**src/verilog/xbar_pkg.sv**
```systemverilog
package xbar_pkg;

	// address request for ar and aw
	typedef struct packed {
		logic [31:0] addr;
		logic [2:0]  size;
	} addr_req_t;

	// read response beat
	typedef struct packed {
		logic [63:0] data;
		logic [1:0]  resp;
	} r_resp_t;

	// soc side write beat
	typedef struct packed {
		logic [63:0] data;
		logic [7:0]  strb;
	} w_beat_t;

	localparam logic [1:0] resp_okay   = 2'b00;
	localparam logic [1:0] resp_slverr = 2'b10;

endpackage
```
**src/verilog/uncore_top.sv**
```systemverilog
`timescale 1ns/100ps

module uncore_top #(
	parameter logic [31:0] clint_base = 32'h0200_0000,
	parameter logic [31:0] clint_mask = 32'h0000_ffff
) (
	input  logic                clock,
	input  logic                rst,

	input  xbar_pkg::addr_req_t ifu_ar,
	input  logic                ifu_arvalid,
	output logic                ifu_arready,
	output logic [31:0]         ifu_rdata,
	output logic [1:0]          ifu_rresp,
	output logic                ifu_rvalid,
	input  logic                ifu_rready,

	input  xbar_pkg::addr_req_t lsu_ar,
	input  logic                lsu_arvalid,
	output logic                lsu_arready,
	output xbar_pkg::r_resp_t   lsu_r,
	output logic                lsu_rvalid,
	input  logic                lsu_rready,
	input  xbar_pkg::addr_req_t lsu_aw,
	input  logic                lsu_awvalid,
	output logic                lsu_awready,
	input  logic [31:0]         lsu_wdata,
	input  logic [7:0]          lsu_wstrb,
	input  logic                lsu_wvalid,
	output logic                lsu_wready,
	output logic [1:0]          lsu_bresp,
	output logic                lsu_bvalid,
	input  logic                lsu_bready,

	output xbar_pkg::addr_req_t soc_ar,
	output logic                soc_arvalid,
	input  logic                soc_arready,
	input  xbar_pkg::r_resp_t   soc_r,
	input  logic                soc_rvalid,
	output logic                soc_rready,
	output xbar_pkg::addr_req_t soc_aw,
	output logic                soc_awvalid,
	input  logic                soc_awready,
	output xbar_pkg::w_beat_t   soc_w,
	output logic                soc_wlast,
	output logic                soc_wvalid,
	input  logic                soc_wready,
	input  logic [1:0]          soc_bresp,
	input  logic                soc_bvalid,
	output logic                soc_bready
);

	import xbar_pkg::*;

	addr_req_t clint_ar;
	logic      clint_arvalid;
	logic      clint_arready;
	r_resp_t   clint_r;
	logic      clint_rvalid;
	logic      clint_rready;

	xbar #(
		.clint_base (clint_base),
		.clint_mask (clint_mask)
	) xbar_i (
		.clock         (clock),
		.rst           (rst),
		.ifu_ar        (ifu_ar),
		.ifu_arvalid   (ifu_arvalid),
		.ifu_arready   (ifu_arready),
		.ifu_rdata     (ifu_rdata),
		.ifu_rresp     (ifu_rresp),
		.ifu_rvalid    (ifu_rvalid),
		.ifu_rready    (ifu_rready),
		.lsu_ar        (lsu_ar),
		.lsu_arvalid   (lsu_arvalid),
		.lsu_arready   (lsu_arready),
		.lsu_r         (lsu_r),
		.lsu_rvalid    (lsu_rvalid),
		.lsu_rready    (lsu_rready),
		.lsu_aw        (lsu_aw),
		.lsu_awvalid   (lsu_awvalid),
		.lsu_awready   (lsu_awready),
		.lsu_wdata     (lsu_wdata),
		.lsu_wstrb     (lsu_wstrb),
		.lsu_wvalid    (lsu_wvalid),
		.lsu_wready    (lsu_wready),
		.lsu_bresp     (lsu_bresp),
		.lsu_bvalid    (lsu_bvalid),
		.lsu_bready    (lsu_bready),
		.soc_ar        (soc_ar),
		.soc_arvalid   (soc_arvalid),
		.soc_arready   (soc_arready),
		.soc_r         (soc_r),
		.soc_rvalid    (soc_rvalid),
		.soc_rready    (soc_rready),
		.soc_aw        (soc_aw),
		.soc_awvalid   (soc_awvalid),
		.soc_awready   (soc_awready),
		.soc_w         (soc_w),
		.soc_wlast     (soc_wlast),
		.soc_wvalid    (soc_wvalid),
		.soc_wready    (soc_wready),
		.soc_bresp     (soc_bresp),
		.soc_bvalid    (soc_bvalid),
		.soc_bready    (soc_bready),
		.clint_ar      (clint_ar),
		.clint_arvalid (clint_arvalid),
		.clint_arready (clint_arready),
		.clint_r       (clint_r),
		.clint_rvalid  (clint_rvalid),
		.clint_rready  (clint_rready)
	);

	clint #(
		.clint_base (clint_base)
	) clint_i (
		.clock   (clock),
		.rst     (rst),
		.ar      (clint_ar),
		.arvalid (clint_arvalid),
		.arready (clint_arready),
		.r       (clint_r),
		.rvalid  (clint_rvalid),
		.rready  (clint_rready)
	);

endmodule

```
**src/verilog/xbar.sv**
```systemverilog
`timescale 1ns/100ps

module xbar #(
	parameter logic [31:0] clint_base = 32'h0200_0000,
	parameter logic [31:0] clint_mask = 32'h0000_ffff
) (
	input  logic                clock,
	input  logic                rst,

	input  xbar_pkg::addr_req_t ifu_ar,
	input  logic                ifu_arvalid,
	output logic                ifu_arready,
	output logic [31:0]         ifu_rdata,
	output logic [1:0]          ifu_rresp,
	output logic                ifu_rvalid,
	input  logic                ifu_rready,

	input  xbar_pkg::addr_req_t lsu_ar,
	input  logic                lsu_arvalid,
	output logic                lsu_arready,
	output xbar_pkg::r_resp_t   lsu_r,
	output logic                lsu_rvalid,
	input  logic                lsu_rready,
	input  xbar_pkg::addr_req_t lsu_aw,
	input  logic                lsu_awvalid,
	output logic                lsu_awready,
	input  logic [31:0]         lsu_wdata,
	input  logic [7:0]          lsu_wstrb,
	input  logic                lsu_wvalid,
	output logic                lsu_wready,
	output logic [1:0]          lsu_bresp,
	output logic                lsu_bvalid,
	input  logic                lsu_bready,

	output xbar_pkg::addr_req_t soc_ar,
	output logic                soc_arvalid,
	input  logic                soc_arready,
	input  xbar_pkg::r_resp_t   soc_r,
	input  logic                soc_rvalid,
	output logic                soc_rready,
	output xbar_pkg::addr_req_t soc_aw,
	output logic                soc_awvalid,
	input  logic                soc_awready,
	output xbar_pkg::w_beat_t   soc_w,
	output logic                soc_wlast,
	output logic                soc_wvalid,
	input  logic                soc_wready,
	input  logic [1:0]          soc_bresp,
	input  logic                soc_bvalid,
	output logic                soc_bready,

	output xbar_pkg::addr_req_t clint_ar,
	output logic                clint_arvalid,
	input  logic                clint_arready,
	input  xbar_pkg::r_resp_t   clint_r,
	input  logic                clint_rvalid,
	output logic                clint_rready
);

	logic grant_ifu;
	logic grant_lsu;
	logic lsu_soc_arvalid;    // router's share of the soc read port
	logic lsu_soc_rready;

	read_arbiter arb_i (
		.clock       (clock),
		.rst         (rst),
		.ifu_arvalid (ifu_arvalid),
		.lsu_arvalid (lsu_arvalid),
		.ifu_rhs     (ifu_rvalid & ifu_rready),
		.lsu_rhs     (lsu_rvalid & lsu_rready),
		.grant_ifu   (grant_ifu),
		.grant_lsu   (grant_lsu)
	);

	addr_router #(
		.clint_base (clint_base),
		.clint_mask (clint_mask)
	) router_i (
		.clock         (clock),
		.rst           (rst),
		.grant_lsu     (grant_lsu),
		.lsu_ar        (lsu_ar),
		.lsu_arvalid   (lsu_arvalid),
		.lsu_arready   (lsu_arready),
		.lsu_r         (lsu_r),
		.lsu_rvalid    (lsu_rvalid),
		.lsu_rready    (lsu_rready),
		.soc_ar_valid  (lsu_soc_arvalid),
		.soc_ar_ready  (soc_arready),
		.soc_r         (soc_r),
		.soc_r_valid   (soc_rvalid),
		.soc_r_ready   (lsu_soc_rready),
		.clint_ar      (clint_ar),
		.clint_arvalid (clint_arvalid),
		.clint_arready (clint_arready),
		.clint_r       (clint_r),
		.clint_rvalid  (clint_rvalid),
		.clint_rready  (clint_rready)
	);

	// soc read port merged by grant
	assign soc_ar      = grant_ifu ? ifu_ar : lsu_ar;
	assign soc_arvalid = (grant_ifu & ifu_arvalid) | lsu_soc_arvalid;
	assign soc_rready  = (grant_ifu & ifu_rready) | lsu_soc_rready;

	assign ifu_arready = grant_ifu & soc_arready;
	assign ifu_rvalid  = grant_ifu & soc_rvalid;
	assign ifu_rdata   = soc_r.data[31:0];    // instructions sit in the low half
	assign ifu_rresp   = soc_r.resp;

	// writes go straight to the soc port
	assign soc_aw      = lsu_aw;
	assign soc_awvalid = lsu_awvalid;
	assign lsu_awready = soc_awready;

	assign soc_w.data  = {32'h0, lsu_wdata};
	assign soc_w.strb  = lsu_wstrb;
	assign soc_wvalid  = lsu_wvalid;
	assign soc_wlast   = lsu_wvalid;    // single beat
	assign lsu_wready  = soc_wready;

	assign lsu_bresp  = soc_bresp;
	assign lsu_bvalid = soc_bvalid;
	assign soc_bready = lsu_bready;

endmodule

```
**src/verilog/clint.sv**
```systemverilog
`timescale 1ns/100ps

module clint #(
	parameter logic [31:0] clint_base = 32'h0200_0000
) (
	input  logic                clock,
	input  logic                rst,

	input  xbar_pkg::addr_req_t ar,
	input  logic                arvalid,
	output logic                arready,

	output xbar_pkg::r_resp_t   r,
	output logic                rvalid,
	input  logic                rready
);

	import xbar_pkg::*;

	localparam logic [31:0] mtime_lo = 32'h0000_bff8;
	localparam logic [31:0] mtime_hi = 32'h0000_bffc;

	logic [63:0] mtime;
	logic [31:0] offset;

	assign offset  = ar.addr - clint_base;
	assign arready = ~rvalid;    // one response at a time

	// free running with no compare or interrupt
	always_ff @(posedge clock) begin
		if (rst) begin
			mtime <= 64'h0;
		end else begin
			mtime <= mtime + 64'h1;
		end
	end

	always_ff @(posedge clock) begin
		if (rst) begin
			rvalid <= 1'b0;
		end else if (arvalid && arready) begin
			rvalid <= 1'b1;
		end else if (rready) begin
			rvalid <= 1'b0;
		end
	end

	// response payload held until rready
	always_ff @(posedge clock) begin
		if (arvalid && arready) begin
			case (offset)
				mtime_lo: begin
					r.data <= {32'h0, mtime[31:0]};
					r.resp <= resp_okay;
				end
				mtime_hi: begin
					r.data <= {32'h0, mtime[63:32]};
					r.resp <= resp_okay;
				end
				default: begin
					r.data <= 64'h0;
					r.resp <= resp_slverr;    // unmapped offset
				end
			endcase
		end
	end

endmodule

```
**src/verilog/addr_router.sv**
```systemverilog
`timescale 1ns/100ps

module addr_router #(
	parameter logic [31:0] clint_base = 32'h0200_0000,
	parameter logic [31:0] clint_mask = 32'h0000_ffff
) (
	input  logic                clock,
	input  logic                rst,
	input  logic                grant_lsu,

	input  xbar_pkg::addr_req_t lsu_ar,
	input  logic                lsu_arvalid,
	output logic                lsu_arready,
	output xbar_pkg::r_resp_t   lsu_r,
	output logic                lsu_rvalid,
	input  logic                lsu_rready,

	output logic                soc_ar_valid,
	input  logic                soc_ar_ready,
	input  xbar_pkg::r_resp_t   soc_r,
	input  logic                soc_r_valid,
	output logic                soc_r_ready,

	output xbar_pkg::addr_req_t clint_ar,
	output logic                clint_arvalid,
	input  logic                clint_arready,
	input  xbar_pkg::r_resp_t   clint_r,
	input  logic                clint_rvalid,
	output logic                clint_rready
);

	logic hit_clint;    // live decode of lsu_ar
	logic tgt_clint;    // target captured at ar handshake
	logic ar_done;
	logic sel_clint;

	assign hit_clint = (lsu_ar.addr & ~clint_mask) == clint_base;
	assign sel_clint = ar_done ? tgt_clint : hit_clint;

	// address side closes once the request is taken
	assign clint_ar      = lsu_ar;
	assign clint_arvalid = grant_lsu & ~ar_done & hit_clint & lsu_arvalid;
	assign soc_ar_valid  = grant_lsu & ~ar_done & ~hit_clint & lsu_arvalid;
	assign lsu_arready   = grant_lsu & ~ar_done & (hit_clint ? clint_arready : soc_ar_ready);

	assign lsu_r        = sel_clint ? clint_r : soc_r;
	assign lsu_rvalid   = grant_lsu & (sel_clint ? clint_rvalid : soc_r_valid);
	assign clint_rready = grant_lsu & sel_clint & lsu_rready;
	assign soc_r_ready  = grant_lsu & ~sel_clint & lsu_rready;

	always_ff @(posedge clock) begin
		if (rst) begin
			ar_done <= 1'b0;
		end else if (lsu_arvalid && lsu_arready) begin
			ar_done <= 1'b1;
		end else if (lsu_rvalid && lsu_rready) begin
			ar_done <= 1'b0;
		end
	end

	always_ff @(posedge clock) begin
		if (lsu_arvalid && lsu_arready) begin
			tgt_clint <= hit_clint;
		end
	end

endmodule

```
**src/verilog/read_arbiter.sv**
```systemverilog
`timescale 1ns/100ps

module read_arbiter (
	input  logic clock,
	input  logic rst,

	input  logic ifu_arvalid,
	input  logic lsu_arvalid,

	input  logic ifu_rhs,    // r handshake seen by ifu
	input  logic lsu_rhs,    // r handshake seen by lsu

	output logic grant_ifu,
	output logic grant_lsu
);

	localparam logic [1:0] st_idle = 2'b00;
	localparam logic [1:0] st_ifu  = 2'b01;
	localparam logic [1:0] st_lsu  = 2'b10;

	logic [1:0] state;
	logic [1:0] state_nxt;

	always_comb begin
		state_nxt = state;
		case (state)
			st_idle: begin
				if (ifu_arvalid) begin
					state_nxt = st_ifu;    // ifu wins a tie
				end else if (lsu_arvalid) begin
					state_nxt = st_lsu;
				end
			end
			st_ifu: begin
				if (ifu_rhs) begin
					state_nxt = st_idle;
				end
			end
			st_lsu: begin
				if (lsu_rhs) begin
					state_nxt = st_idle;
				end
			end
			default: begin
				state_nxt = st_idle;
			end
		endcase
	end

	always_ff @(posedge clock) begin
		if (rst) begin
			state <= st_idle;
		end else begin
			state <= state_nxt;
		end
	end

	// each one-hot state bit is a grant
	assign grant_ifu = state[0];
	assign grant_lsu = state[1];

endmodule

```
**config.mk**
```make
export PLATFORM = sky130hd
export DESIGN_NAME = uncore_top
export DESIGN_NICKNAME = d
export VERILOG_FILES = /design/src/verilog/xbar_pkg.sv /design/src/verilog/uncore_top.sv /design/src/verilog/xbar.sv /design/src/verilog/clint.sv /design/src/verilog/addr_router.sv /design/src/verilog/read_arbiter.sv
export SDC_FILE = /design/constraint.sdc
export NUM_CORES = 1
export LEC_CHECK = 0
export BUFFER_PORTS_ARGS = -buffer_cell sky130_fd_sc_hd__buf_4
export CORE_AREA = 2 2 188 190
export CTS_CLUSTER_DIAMETER = 150
export DETAILED_ROUTE_END_ITERATION = 10
export DIE_AREA = 0 0 190 192
export PLACE_DENSITY = 0.48
export SYNTH_ARGS = -nofsm -noshare
export SYNTH_HDL_FRONTEND = slang
export SYNTH_HIERARCHICAL = 1
export SYNTH_SLANG_ARGS = --single-unit
```
**constraint.sdc**
```tcl
create_clock -name clock -period 4.5 [get_ports clock]
set_clock_uncertainty 0.2 [all_clocks]
set_input_delay 0.45 -clock clock [delete_from_list [all_inputs] [get_ports clock]]
set_output_delay 0.45 -clock clock [all_outputs]
set_load 0.03 [all_outputs]
```
# [Yosys cells after proc, flatten, opt, wreduce, memory -nomap -nowiden]
# Index checks and enable logic that the tools add are counted.
[word_totals] register_bits=135 in_bits=227 out_inout_bits=257 elab_cells=62
[classes] bitwise_logic=23 mux=15 n_addsub=2 n_eq_ne=8 n_reduce_logical=7
[op_table] operator="$pmux 34 s2" n=1
[op_table] operator="$mux 66" n=1
[op_table] operator="$add 64x1->64 const B" n=1
[op_table] operator="$eq 32x16->1 const B" n=2
[op_table] operator="$mux 35" n=1
[op_table] operator="$sub 32x26->32 const B" n=1
[op_table] operator="$and 1x1->1" n=17
[op_table] operator="$eq 16x10->1 const B" n=1
[op_table] operator="$mux 2" n=4
[op_table] operator="$mux 1" n=7
[op_table] operator="$pmux 2 s3" n=1
[op_table] operator="$ne 2x2->1 const B" n=2
[op_table] operator="$not 1->1" n=4
[op_table] operator="$reduce_bool 2->1" n=2
[op_table] operator="$logic_and 1x1->1" n=3
[op_table] operator="$ne 3x3->1 const B" n=1
[op_table] operator="$reduce_and 3->1" n=1
[op_table] operator="$eq 2x1->1 const B" n=1
[op_table] operator="$eq 2x2->1 const B" n=1
[op_table] operator="$logic_not 2->1" n=1
[op_table] operator="$or 1x1->1" n=2

# [Depth between registers and ports, before layout]
# Gate-level depths: netlist of the first run.
[logic_depth] word_depth=7 ltp_mapped=8

# [Cells and area by module]
# The synthesis of the first run kept the hierarchy.
[by_module_without_submodules] mod="clint" instances=1 cells_each=517 area_per_inst_um2=4931.0
[by_module_without_submodules] mod="xbar" instances=1 cells_each=196 area_per_inst_um2=1609.0
[by_module_without_submodules] mod="addr_router" instances=1 cells_each=137 area_per_inst_um2=1346.3
[by_module_without_submodules] mod="read_arbiter" instances=1 cells_each=8 area_per_inst_um2=88.8

# [Worst setup path after synthesis of the first run]
# Ideal clock, no wire load.
[synth_path] kind="input port to flip-flop" start="input lsu_ar[31] (netlist bit)" end="register clint_i/r[10] (netlist bit) (enable)" stages=5 path_slack_ns=1.144 t_arrival_ns=2.729 required_ns=3.873 setup_ns=0.427 n_path_buf=0 path_cell_list="nor4_1 -> nand4_1 -> inv_1 -> and3_1 -> nor2b_1"
[synth_via] elab_chain_cells=4
[synth_rtl] element="start: declaration" line="uncore_top.sv:18" source="input xbar_pkg::addr_req_t lsu_ar,"
[synth_rtl] element="$eq 16x10->1" line="addr_router.sv:37" source="assign hit_clint = (lsu_ar.addr & ~clint_mask) == clint_base;"
[synth_rtl] element="net xbar_i.router_i.hit_clint" line="addr_router.sv:32" source="logic hit_clint;"
[synth_rtl] element="$and 1x1->1 (2 in series)" line="addr_router.sv:42" source="assign clint_arvalid = grant_lsu & ~ar_done & hit_clint & lsu_arvalid;"
[synth_rtl] element="net clint_arvalid" line="uncore_top.sv:56" source="logic clint_arvalid;"
[synth_rtl] element="$logic_and 1x1->1" line="clint.sv:50" source="if (arvalid && arready) begin"
[synth_rtl] element="end: declaration" line="clint.sv:13" source="output xbar_pkg::r_resp_t r,"
# The timed path passes the listed nets, and every way through them passes these cells.
# A chain may end at the register's enable or synchronous reset.

==> impl_metrics.ini, run 1 <==
[status]
status = finished clean

[yosys]
netlist_instances = 855
synth_area_sq_mm = 0.00795
syn_avg_cell_area_sq_um = 9.30
synth_warnings = 6

[cts]
clockBufferDepth = 2
cts_max_level = 3
insertion_delay_ns = 0.35
cts_tree = yes
cts_root_buf = clkbuf_16
cts_resized = 0
cts_buffers = 9
postCtsHoldBufs = 0
post_cts_buffers = 0
cts_sinks = 102
clkTransAtPathRegs_ns = 0.07

[sta]
worst_slack_ns = 1.27
worst_pin_slew_ns = 1.15
maxSlewViolCount = 0
hold_viol = 0
setup_viol = 0
slew_headroom = 0.230
rsz0062_at_grt = no
fin_crit_ns = 3.23
whs_ns = 0.233
max_freq_mhz = 310
fin_setup_tns_ns = 0
post-route-period-util = 0.718

[routing]
drt-wirelength-per-cell_microns = 18.3
vias_per_cell = 4.24
wl_microns = 26100
first_pass_iters = 5
drtIter0Drc = 308
ant_nets = 0
drcViolationCount = 0
vias = 6060

[worst_setup_path]
cp_slowest_cell = buf_4
path_cells = buf_4, nor4b_2, nand4_1, nor2_1, a21oi_4, buf_4, mux2_2, buf_4
crit_path_start_kind = input port
crit_type = in -> out
arrival_ns = 2.58
rrSetupSlack_ns = 1.54
cp_slowest_stage_delay_ns = 0.74
path_delay_family = buffers and inverters
crit_top_cell = buf_4
cp_max_fo = 68
crit_path_end_kind = output pin
cp_num_buf_inv = 3
required_ns = 3.85

[cells_and_area]
fin_area_sq_mm = 0.00944
post-route-util = 0.275
stdcell_count = 1429
seqCellArea_sq_mm = 0.00238
multi_input_area_sq_mm = 0.00397
area_growth_pct = 18.7
layout-drive-gt1-share = 0.434
nets = 1198
n_antenna_cell = 0
num-fill-cells = 3649

[placement]
dpl_cell_area_sq_mm = 0.00913
io_buffers = 284
dpl.hpwl_microns = 21100
gp_congestion = 0.854
pre_cts_slack_ns = 1.28
dp_cells = 1413

[global_routing]
grt_max_degree = 71
grt_pass1_vias = 5591
grt_pass1_wl_microns = 36600
track_usage = 0.135
antenna_found_initial = 2
gr-total-overflow = 0

[die]
core_sq_mm = 0.0343
die-width_microns = 190
rows = 68
initial_core_util = 0.232
die-height_microns = 192
io_pins = 484
dieArea_sq_mm = 0.0365

[flow_run]
cap_violations = 0

[power]
peakVddDrop_mv = 0.156
power_density_mw_per_mm2 = 254
p_leak_nw = 4.00
power_mw = 2.39

[min_path]
hp-class = in -> reg
==> metal layers <==
| metal | track usage | vias up | wire length, microns |
|---|---|---|---|
| li1 | - | 2942 | - |
| met1 | 0.171 | 2822 | 11200 |
| met2 | 0.217 | 245 | 12200 |
| met3 | 0.0404 | 45 | 1970 |
| met4 | 0.0477 | 6 | 703 |
| met5 | 0.00687 | - | 59 |
==> flip-flops by register name (all words and copies together) (netlist names) <==
signal	count
clint_i/mtime	64
clint_i/r	33
clint_i/rvalid	1
xbar_i/arb_i/state	2
xbar_i/router_i/ar_done	1
xbar_i/router_i/tgt_clint	1
==> worst reg2reg max path, stage by stage (launching register included) <==
cell     delay (ns)
dfxtp_1        0.44
nand4_2        0.30
nor4_4         0.56
nand4_1        0.58
or4b_1         0.66
a21oi_1        0.14
==> placed cells by master (no fill, tap or decap), types with 18 or more instances in the layout <==
cell / n
nand3_1: 25
mux2i_1: 35
conb_1: 65
a21oi_1: 24
nand4_1: 32
edfxtp_1: 34
dfxtp_1: 68
mux2_4: 18
buf_4: 288
nor2_1: 84
nand2_1: 24
xor2_1: 26
mux2_2: 85
==> path summary, 6_finish.rpt <==
check	end	cells past startpoint	startpoint
setup / recovery	lsu_r[2]	8	lsu_ar[28]
hold / removal	xbar_i/arb_i/state[0]	3	ifu_arvalid
setup reg to reg	clint_i/mtime[61]	5	clint_i/mtime[3]
hold reg to reg	clint_i/mtime[63]	2	clint_i/mtime[63]
==> power breakdown <==
part	internal, mW	switching, mW	total [mW]
logic	0.259	0.346	0.605
clock network	0.489	0.344	0.833
registers	0.948	0.00901	0.957
total	1.70	0.699	2.39
==> final cells by class <==
cell class                      count  share of cell area
Sequential cell                   102               0.252
Inverter                           13             0.00517
Multi-Input combinational cell    555               0.420
Timing Repair Buffer              288               0.229
Clock buffer                       12              0.0250
Tap cell                          455              0.0603
Clock inverter                      4             0.00782
Note: power is estimated with default switching activity, not from simulation.
==> inputs of run 2 (changes only) <==
--- a/config.mk
+++ b/config.mk
@@ -5,12 +5,13 @@
 export SDC_FILE = /design/constraint.sdc
 export NUM_CORES = 1
 export LEC_CHECK = 0
+export ABC_AREA = 1
 export BUFFER_PORTS_ARGS = -buffer_cell sky130_fd_sc_hd__buf_4
-export CORE_AREA = 2 2 188 190
+export CORE_AREA = 2 2 187 189
 export CTS_CLUSTER_DIAMETER = 150
 export DETAILED_ROUTE_END_ITERATION = 10
-export DIE_AREA = 0 0 190 192
-export PLACE_DENSITY = 0.48
+export DIE_AREA = 0 0 189 191
+export PLACE_DENSITY = 0.53
 export SYNTH_ARGS = -nofsm -noshare
 export SYNTH_HDL_FRONTEND = slang
 export SYNTH_HIERARCHICAL = 1
==> constraint.sdc (replaced) <==
create_clock -name clock -period 2.8 [get_ports clock]
set_clock_uncertainty 0.2 [all_clocks]
set_input_delay 0.28 -clock clock [delete_from_list [all_inputs] [get_ports clock]]
set_output_delay 0.28 -clock clock [all_outputs]
set_load 0.03 [all_outputs]
==> impl_metrics.ini, run 2 <==
[yosys]
synth_warnings = 6
synth_area_sq_mm = 0.00880
syn_avg_cell_area_sq_um = 6.22
netlist_instances = 1415

[sta]
setup_viol = 0
hold_viol = 0
worst_pin_slew_ns = 0.547
rsz0062_at_grt = no
maxSlewViolCount = 0
fin_crit_ns = 2.45
slew_headroom = 0.635
fin_setup_tns_ns = 0
max_freq_mhz = 408
post-route-period-util = 0.875

[flow_run]
cap_violations = 0

[routing]
drt-wirelength-per-cell_microns = 19.7
drtIter0Drc = 595
first_pass_iters = 5
wl_microns = 39200
vias = 8858
ant_nets = 0
vias_per_cell = 4.46
drcViolationCount = 0

[cts]
clockBufferDepth = 2
clkTransAtPathRegs_ns = 0.08
cts_root_buf = clkbuf_16
post_cts_buffers = 0
cts_max_level = 3
cts_sinks = 102
cts_buffers = 9
cts_tree = yes
insertion_delay_ns = 0.37

[worst_setup_path]
required_ns = 2.32
cp_max_fo = 30
cp_slowest_stage_delay_ns = 0.36
path_cells = inv_1, or2_1, nand2_4, clkinv_2, buf_12, nand2_1, nand2_1, buf_4
arrival_ns = 1.97
crit_path_end_kind = output pin
cp_num_buf_inv = 4
rrSetupSlack_ns = 0.68
crit_top_cell = nand2_1
reg2reg_depth = 8
crit_type = reg -> out
r2r_end = clint_i/mtime[24]
crit_path_start_kind = register
cp_slowest_cell = dfxtp_1
reg2reg_from = clint_i/mtime[0]
path_delay_family = buffers and inverters

[min_path]
hold_depth = 4
hp-start = lsu_rready
hold_end = xbar_i/router_i/ar_done
hp-class = in -> reg

[cells_and_area]
final_cell_mix = 557 x nand2_1, 293 x buf_4, 155 x nor2_1, 80 x inv_1, 79 x nand4_1
seqCellArea_sq_mm = 0.00238
multi_input_area_sq_mm = 0.00450
largest_reg_flops = 64
top_register = clint_i/mtime
area_growth_pct = 18.0
post-route-util = 0.304
num-fill-cells = 3835
layout-drive-gt1-share = 0.230
n_antenna_cell = 0
nets = 1756
final_common_cell = nand2_1
reg_top3 = clint_i/mtime: 64 flops, clint_i/r: 33 flops, xbar_i/arb_i/state: 2 flops

[die]
die-height_microns = 191
rows = 68
die-width_microns = 189
core_sq_mm = 0.0341
initial_core_util = 0.258
dieArea_sq_mm = 0.0361
io_pins = 484

[power]
power_density_mw_per_mm2 = 381
p_leak_nw = 4.55
peakVddDrop_mv = 0.287

[global_routing]
track_usage = 0.209
grt_max_degree = 69
grt_pass1_vias = 8191
antenna_found_initial = 1
grt_pass1_wl_microns = 55200
gr-total-overflow = 0

[placement]
io_buffers = 284
dpl.hpwl_microns = 33200
gp_congestion = 0.995

[status]
status = finished clean
-- run 2: final cells by class --
class | count | share of cell area
flip-flops and latches | 102 | 0.229
clock buffers | 9 | 0.0217
clock inverters | 7 | 0.00614
well taps | 455 | 0.0548
repair buffers | 301 | 0.225
inverters | 82 | 0.0298
multi-input cells | 1031 | 0.433
-- run 2: layer usage --
metal,track usage,part of all wire
met1,0.263,0.42
met2,0.354,0.48
met3,0.0444,0.065
met4,0.0736,0.033
met5,0,0
-- run 2: worst min-delay path, cell delays in order --
cell	delay, ns
buf_4	0.09
nand3_1	0.08
nand2_1	0.06
a21oi_1	0.05
-- run 2: worst max path at each step --
stage	endpoint	slack, ns	startpoint	cells past startpoint
floorplan	clint_i/r[10]	0.64	lsu_ar[20]	7
global placement	lsu_r[28]	0.48	lsu_ar[26]	12
detailed placement	lsu_r[23]	0.47	lsu_ar[26]	12
CTS	lsu_rvalid	0.35	xbar_i/router_i/ar_done	7
global route	lsu_rvalid	0.23	xbar_i/router_i/ar_done	7
finish	lsu_r[23]	0.35	xbar_i/router_i/ar_done	8
-- run 2: what timing repair did --
action,in CTS,in global routing
hold endpoints to repair,2,0
gates resized for setup,0,0
hold buffers,2,0
-- run 2: report_power, final --
group | switching (mW) | leakage, nW | internal (mW)
combinational | 0.743 | 3.60 | 0.414
sequential | 0.00861 | 0.816 | 1.52
clock | 0.641 | 0.142 | 0.626
total | 1.39 | 4.55 | 2.56
-- run 2: stage by stage --
step	area, sq um	total power [mW]	hold slack (ns)	worst slack, ns	cells
6_report	10400	3.96	0.0357	0.351	1987
5_1_grt	10400	4.11	0.0603	0.230	1987
3_3_place_gp	10100	2.73	0.272	0.480	1969
2_1_floorplan	9040	2.55	0.149	0.636	1478
3_5_place_dp	10100	2.72	0.277	0.466	1969
4_1_cts	10400	3.99	0.0217	0.351	1987
==> inputs of run 3 (changes only) <==
--- a/config.mk
+++ b/config.mk
@@ -11,6 +11,7 @@
 export CTS_CLUSTER_DIAMETER = 150
 export DETAILED_ROUTE_END_ITERATION = 10
 export DIE_AREA = 0 0 189 191
+export GPL_TIMING_DRIVEN = 0
 export PLACE_DENSITY = 0.53
 export SYNTH_ARGS = -nofsm -noshare
 export SYNTH_HDL_FRONTEND = slang
==> impl_metrics.ini, run 3 (same netlist as run 2, synthesis figures left out) <==
[status]
status = finished clean

[power]
p_leak_nw = 6.10
power_mw = 4.50
peakVddDrop_mv = 0.239
power_density_mw_per_mm2 = 354

[min_path]
hold_end = xbar_i/router_i/ar_done
hp-start = lsu_arvalid
hold_depth = 3
hp-class = in -> reg

[sta]
fin_setup_tns_ns = 0
worst_slack_ns = 0.248
worst_pin_slew_ns = 0.849
maxSlewViolCount = 0
slew_headroom = 0.429
whs_ns = 0.0168
hold_viol = 0
max_freq_mhz = 392
post-route-period-util = 0.911
rsz0062_at_grt = no
setup_viol = 0
fin_crit_ns = 2.55

[cts]
cts_sinks = 102
cts_tree = yes
clkTransAtPathRegs_ns = 0.07
cts_resized = 0
cts_buffers = 9
insertion_delay_ns = 0.36
cts_root_buf = clkbuf_16
cts_max_level = 3
post_cts_buffers = 0
clockBufferDepth = 2

[global_routing]
grt_max_degree = 35
track_usage = 0.227
grt_pass1_wl_microns = 60300
grt_pass1_vias = 9647
antenna_found_initial = 3
gr-total-overflow = 0

[flow_run]
cap_violations = 0

[die]
dieArea_sq_mm = 0.0361
initial_core_util = 0.258
die-height_microns = 191
core_sq_mm = 0.0341
io_pins = 484
die-width_microns = 189
rows = 68

[worst_setup_path]
reg2reg_depth = 11
crit_path_end_kind = output pin
crit_type = reg -> out
rrSetupSlack_ns = 0.46
r2r_end = xbar_i/arb_i/state[1]
arrival_ns = 2.07
required_ns = 2.32
reg2reg_from = xbar_i/router_i/ar_done
cp_max_fo = 15
crit_path_start_kind = register

[cells_and_area]
layout-drive-gt1-share = 0.356
area_growth_pct = 44.3
nets = 2088
reg_top3 = clint_i/mtime: 64 flops, clint_i/r: 33 flops, xbar_i/arb_i/state: 2 flops
num-fill-cells = 3743
top_register = clint_i/mtime
final_common_cell = buf_4
seqCellArea_sq_mm = 0.00238
final_cell_mix = 584 x buf_4, 557 x nand2_1, 157 x nor2_1, 79 x inv_1, 79 x nand4_1
multi_input_area_sq_mm = 0.00447
largest_reg_flops = 64
post-route-util = 0.372

[routing]
ant_nets = 0
vias = 10100
drcViolationCount = 0
wl_microns = 42800
drt-wirelength-per-cell_microns = 18.4
drtIter0Drc = 568
first_pass_iters = 5
vias_per_cell = 4.33

[placement]
gp_congestion = 0.979
pre_cts_slack_ns = -0.0700
io_buffers = 368
dpl.hpwl_microns = 37300
-- run 3: cell count changes in the layout (fill, tap and decap cells not counted), moves of 6 or more --
cell,before,now
clkbuf_1,0,18
buf_2,0,22
buf_4,293,584
buf_12,6,0
-- run 3: timing repair --
item | CTS | global route
hold buffers | 3 | 0
hold endpoints to repair | 3 | 0
endpoints found under the setup margin | 0 | 1
-- run 3: worst max path at each step --
| stage | startpoint | to | slack [ns] | cells after the start |
|---|---|---|---|---|
| floorplan | lsu_ar[20] | clint_i/r[10] | 0.64 | 7 |
| global placement | lsu_ar[20] | clint_i/r[24] | -0.008 | 8 |
| detailed placement | lsu_ar[20] | clint_i/r[24] | -0.07 | 8 |
| CTS | xbar_i/router_i/ar_done | lsu_r[1] | 0.1 | 7 |
| global route | xbar_i/router_i/ar_done | lsu_r[55] | 0.10 | 7 |
| finish | xbar_i/router_i/ar_done | lsu_r[10] | 0.25 | 9 |
-- run 3: layer usage --
metal | GRT usage | routed length, microns | up-vias
met3 | 0.0439 | 2650 | 35
li1 | - | - | 5083
met5 | 0 | 0 | -
met1 | 0.290 | 18600 | 4641
met4 | 0.0553 | 630 | 0
met2 | 0.391 | 20900 | 300
-- run 3: area by class of cell --
class | instances | area share
Tap cell | 455 | 0.0448
Clock buffer | 10 | 0.0180
Clock inverter | 6 | 0.00552
Sequential cell | 102 | 0.188
Timing Repair Buffer | 371 | 0.220
Inverter | 82 | 0.0243
Multi-Input combinational cell | 1031 | 0.352
Buffer | 262 | 0.148
Antenna cell | 3 | 0.000591
-- run 3: critical path: stages, from the launching register on --
cell and delay (ns):
dfxtp_1 0.36, inv_1 0.08, or2_1 0.25, nand2_4 0.22, clkinv_2 0.11, buf_6 0.17, buf_8 0.14, nand2_1 0.11
nand2_1 0.09, buf_4 0.18
-- run 3: where the power goes --
part	switching [mW]	leakage (nW)	internal [mW]	total [mW]
logic	0.972	5.14	0.687	1.66
clock network	0.600	0.144	0.701	1.30
registers	0.0122	0.816	1.52	1.54
total	1.58	6.10	2.91	4.50
-- run 3: metrics by stage --
stage	cells	area, sq um
floorplan	1478	9040
global placement	2301	12400
detailed placement	2301	12400
CTS	2320	12700
global route	2322	12700
finish	2322	12700
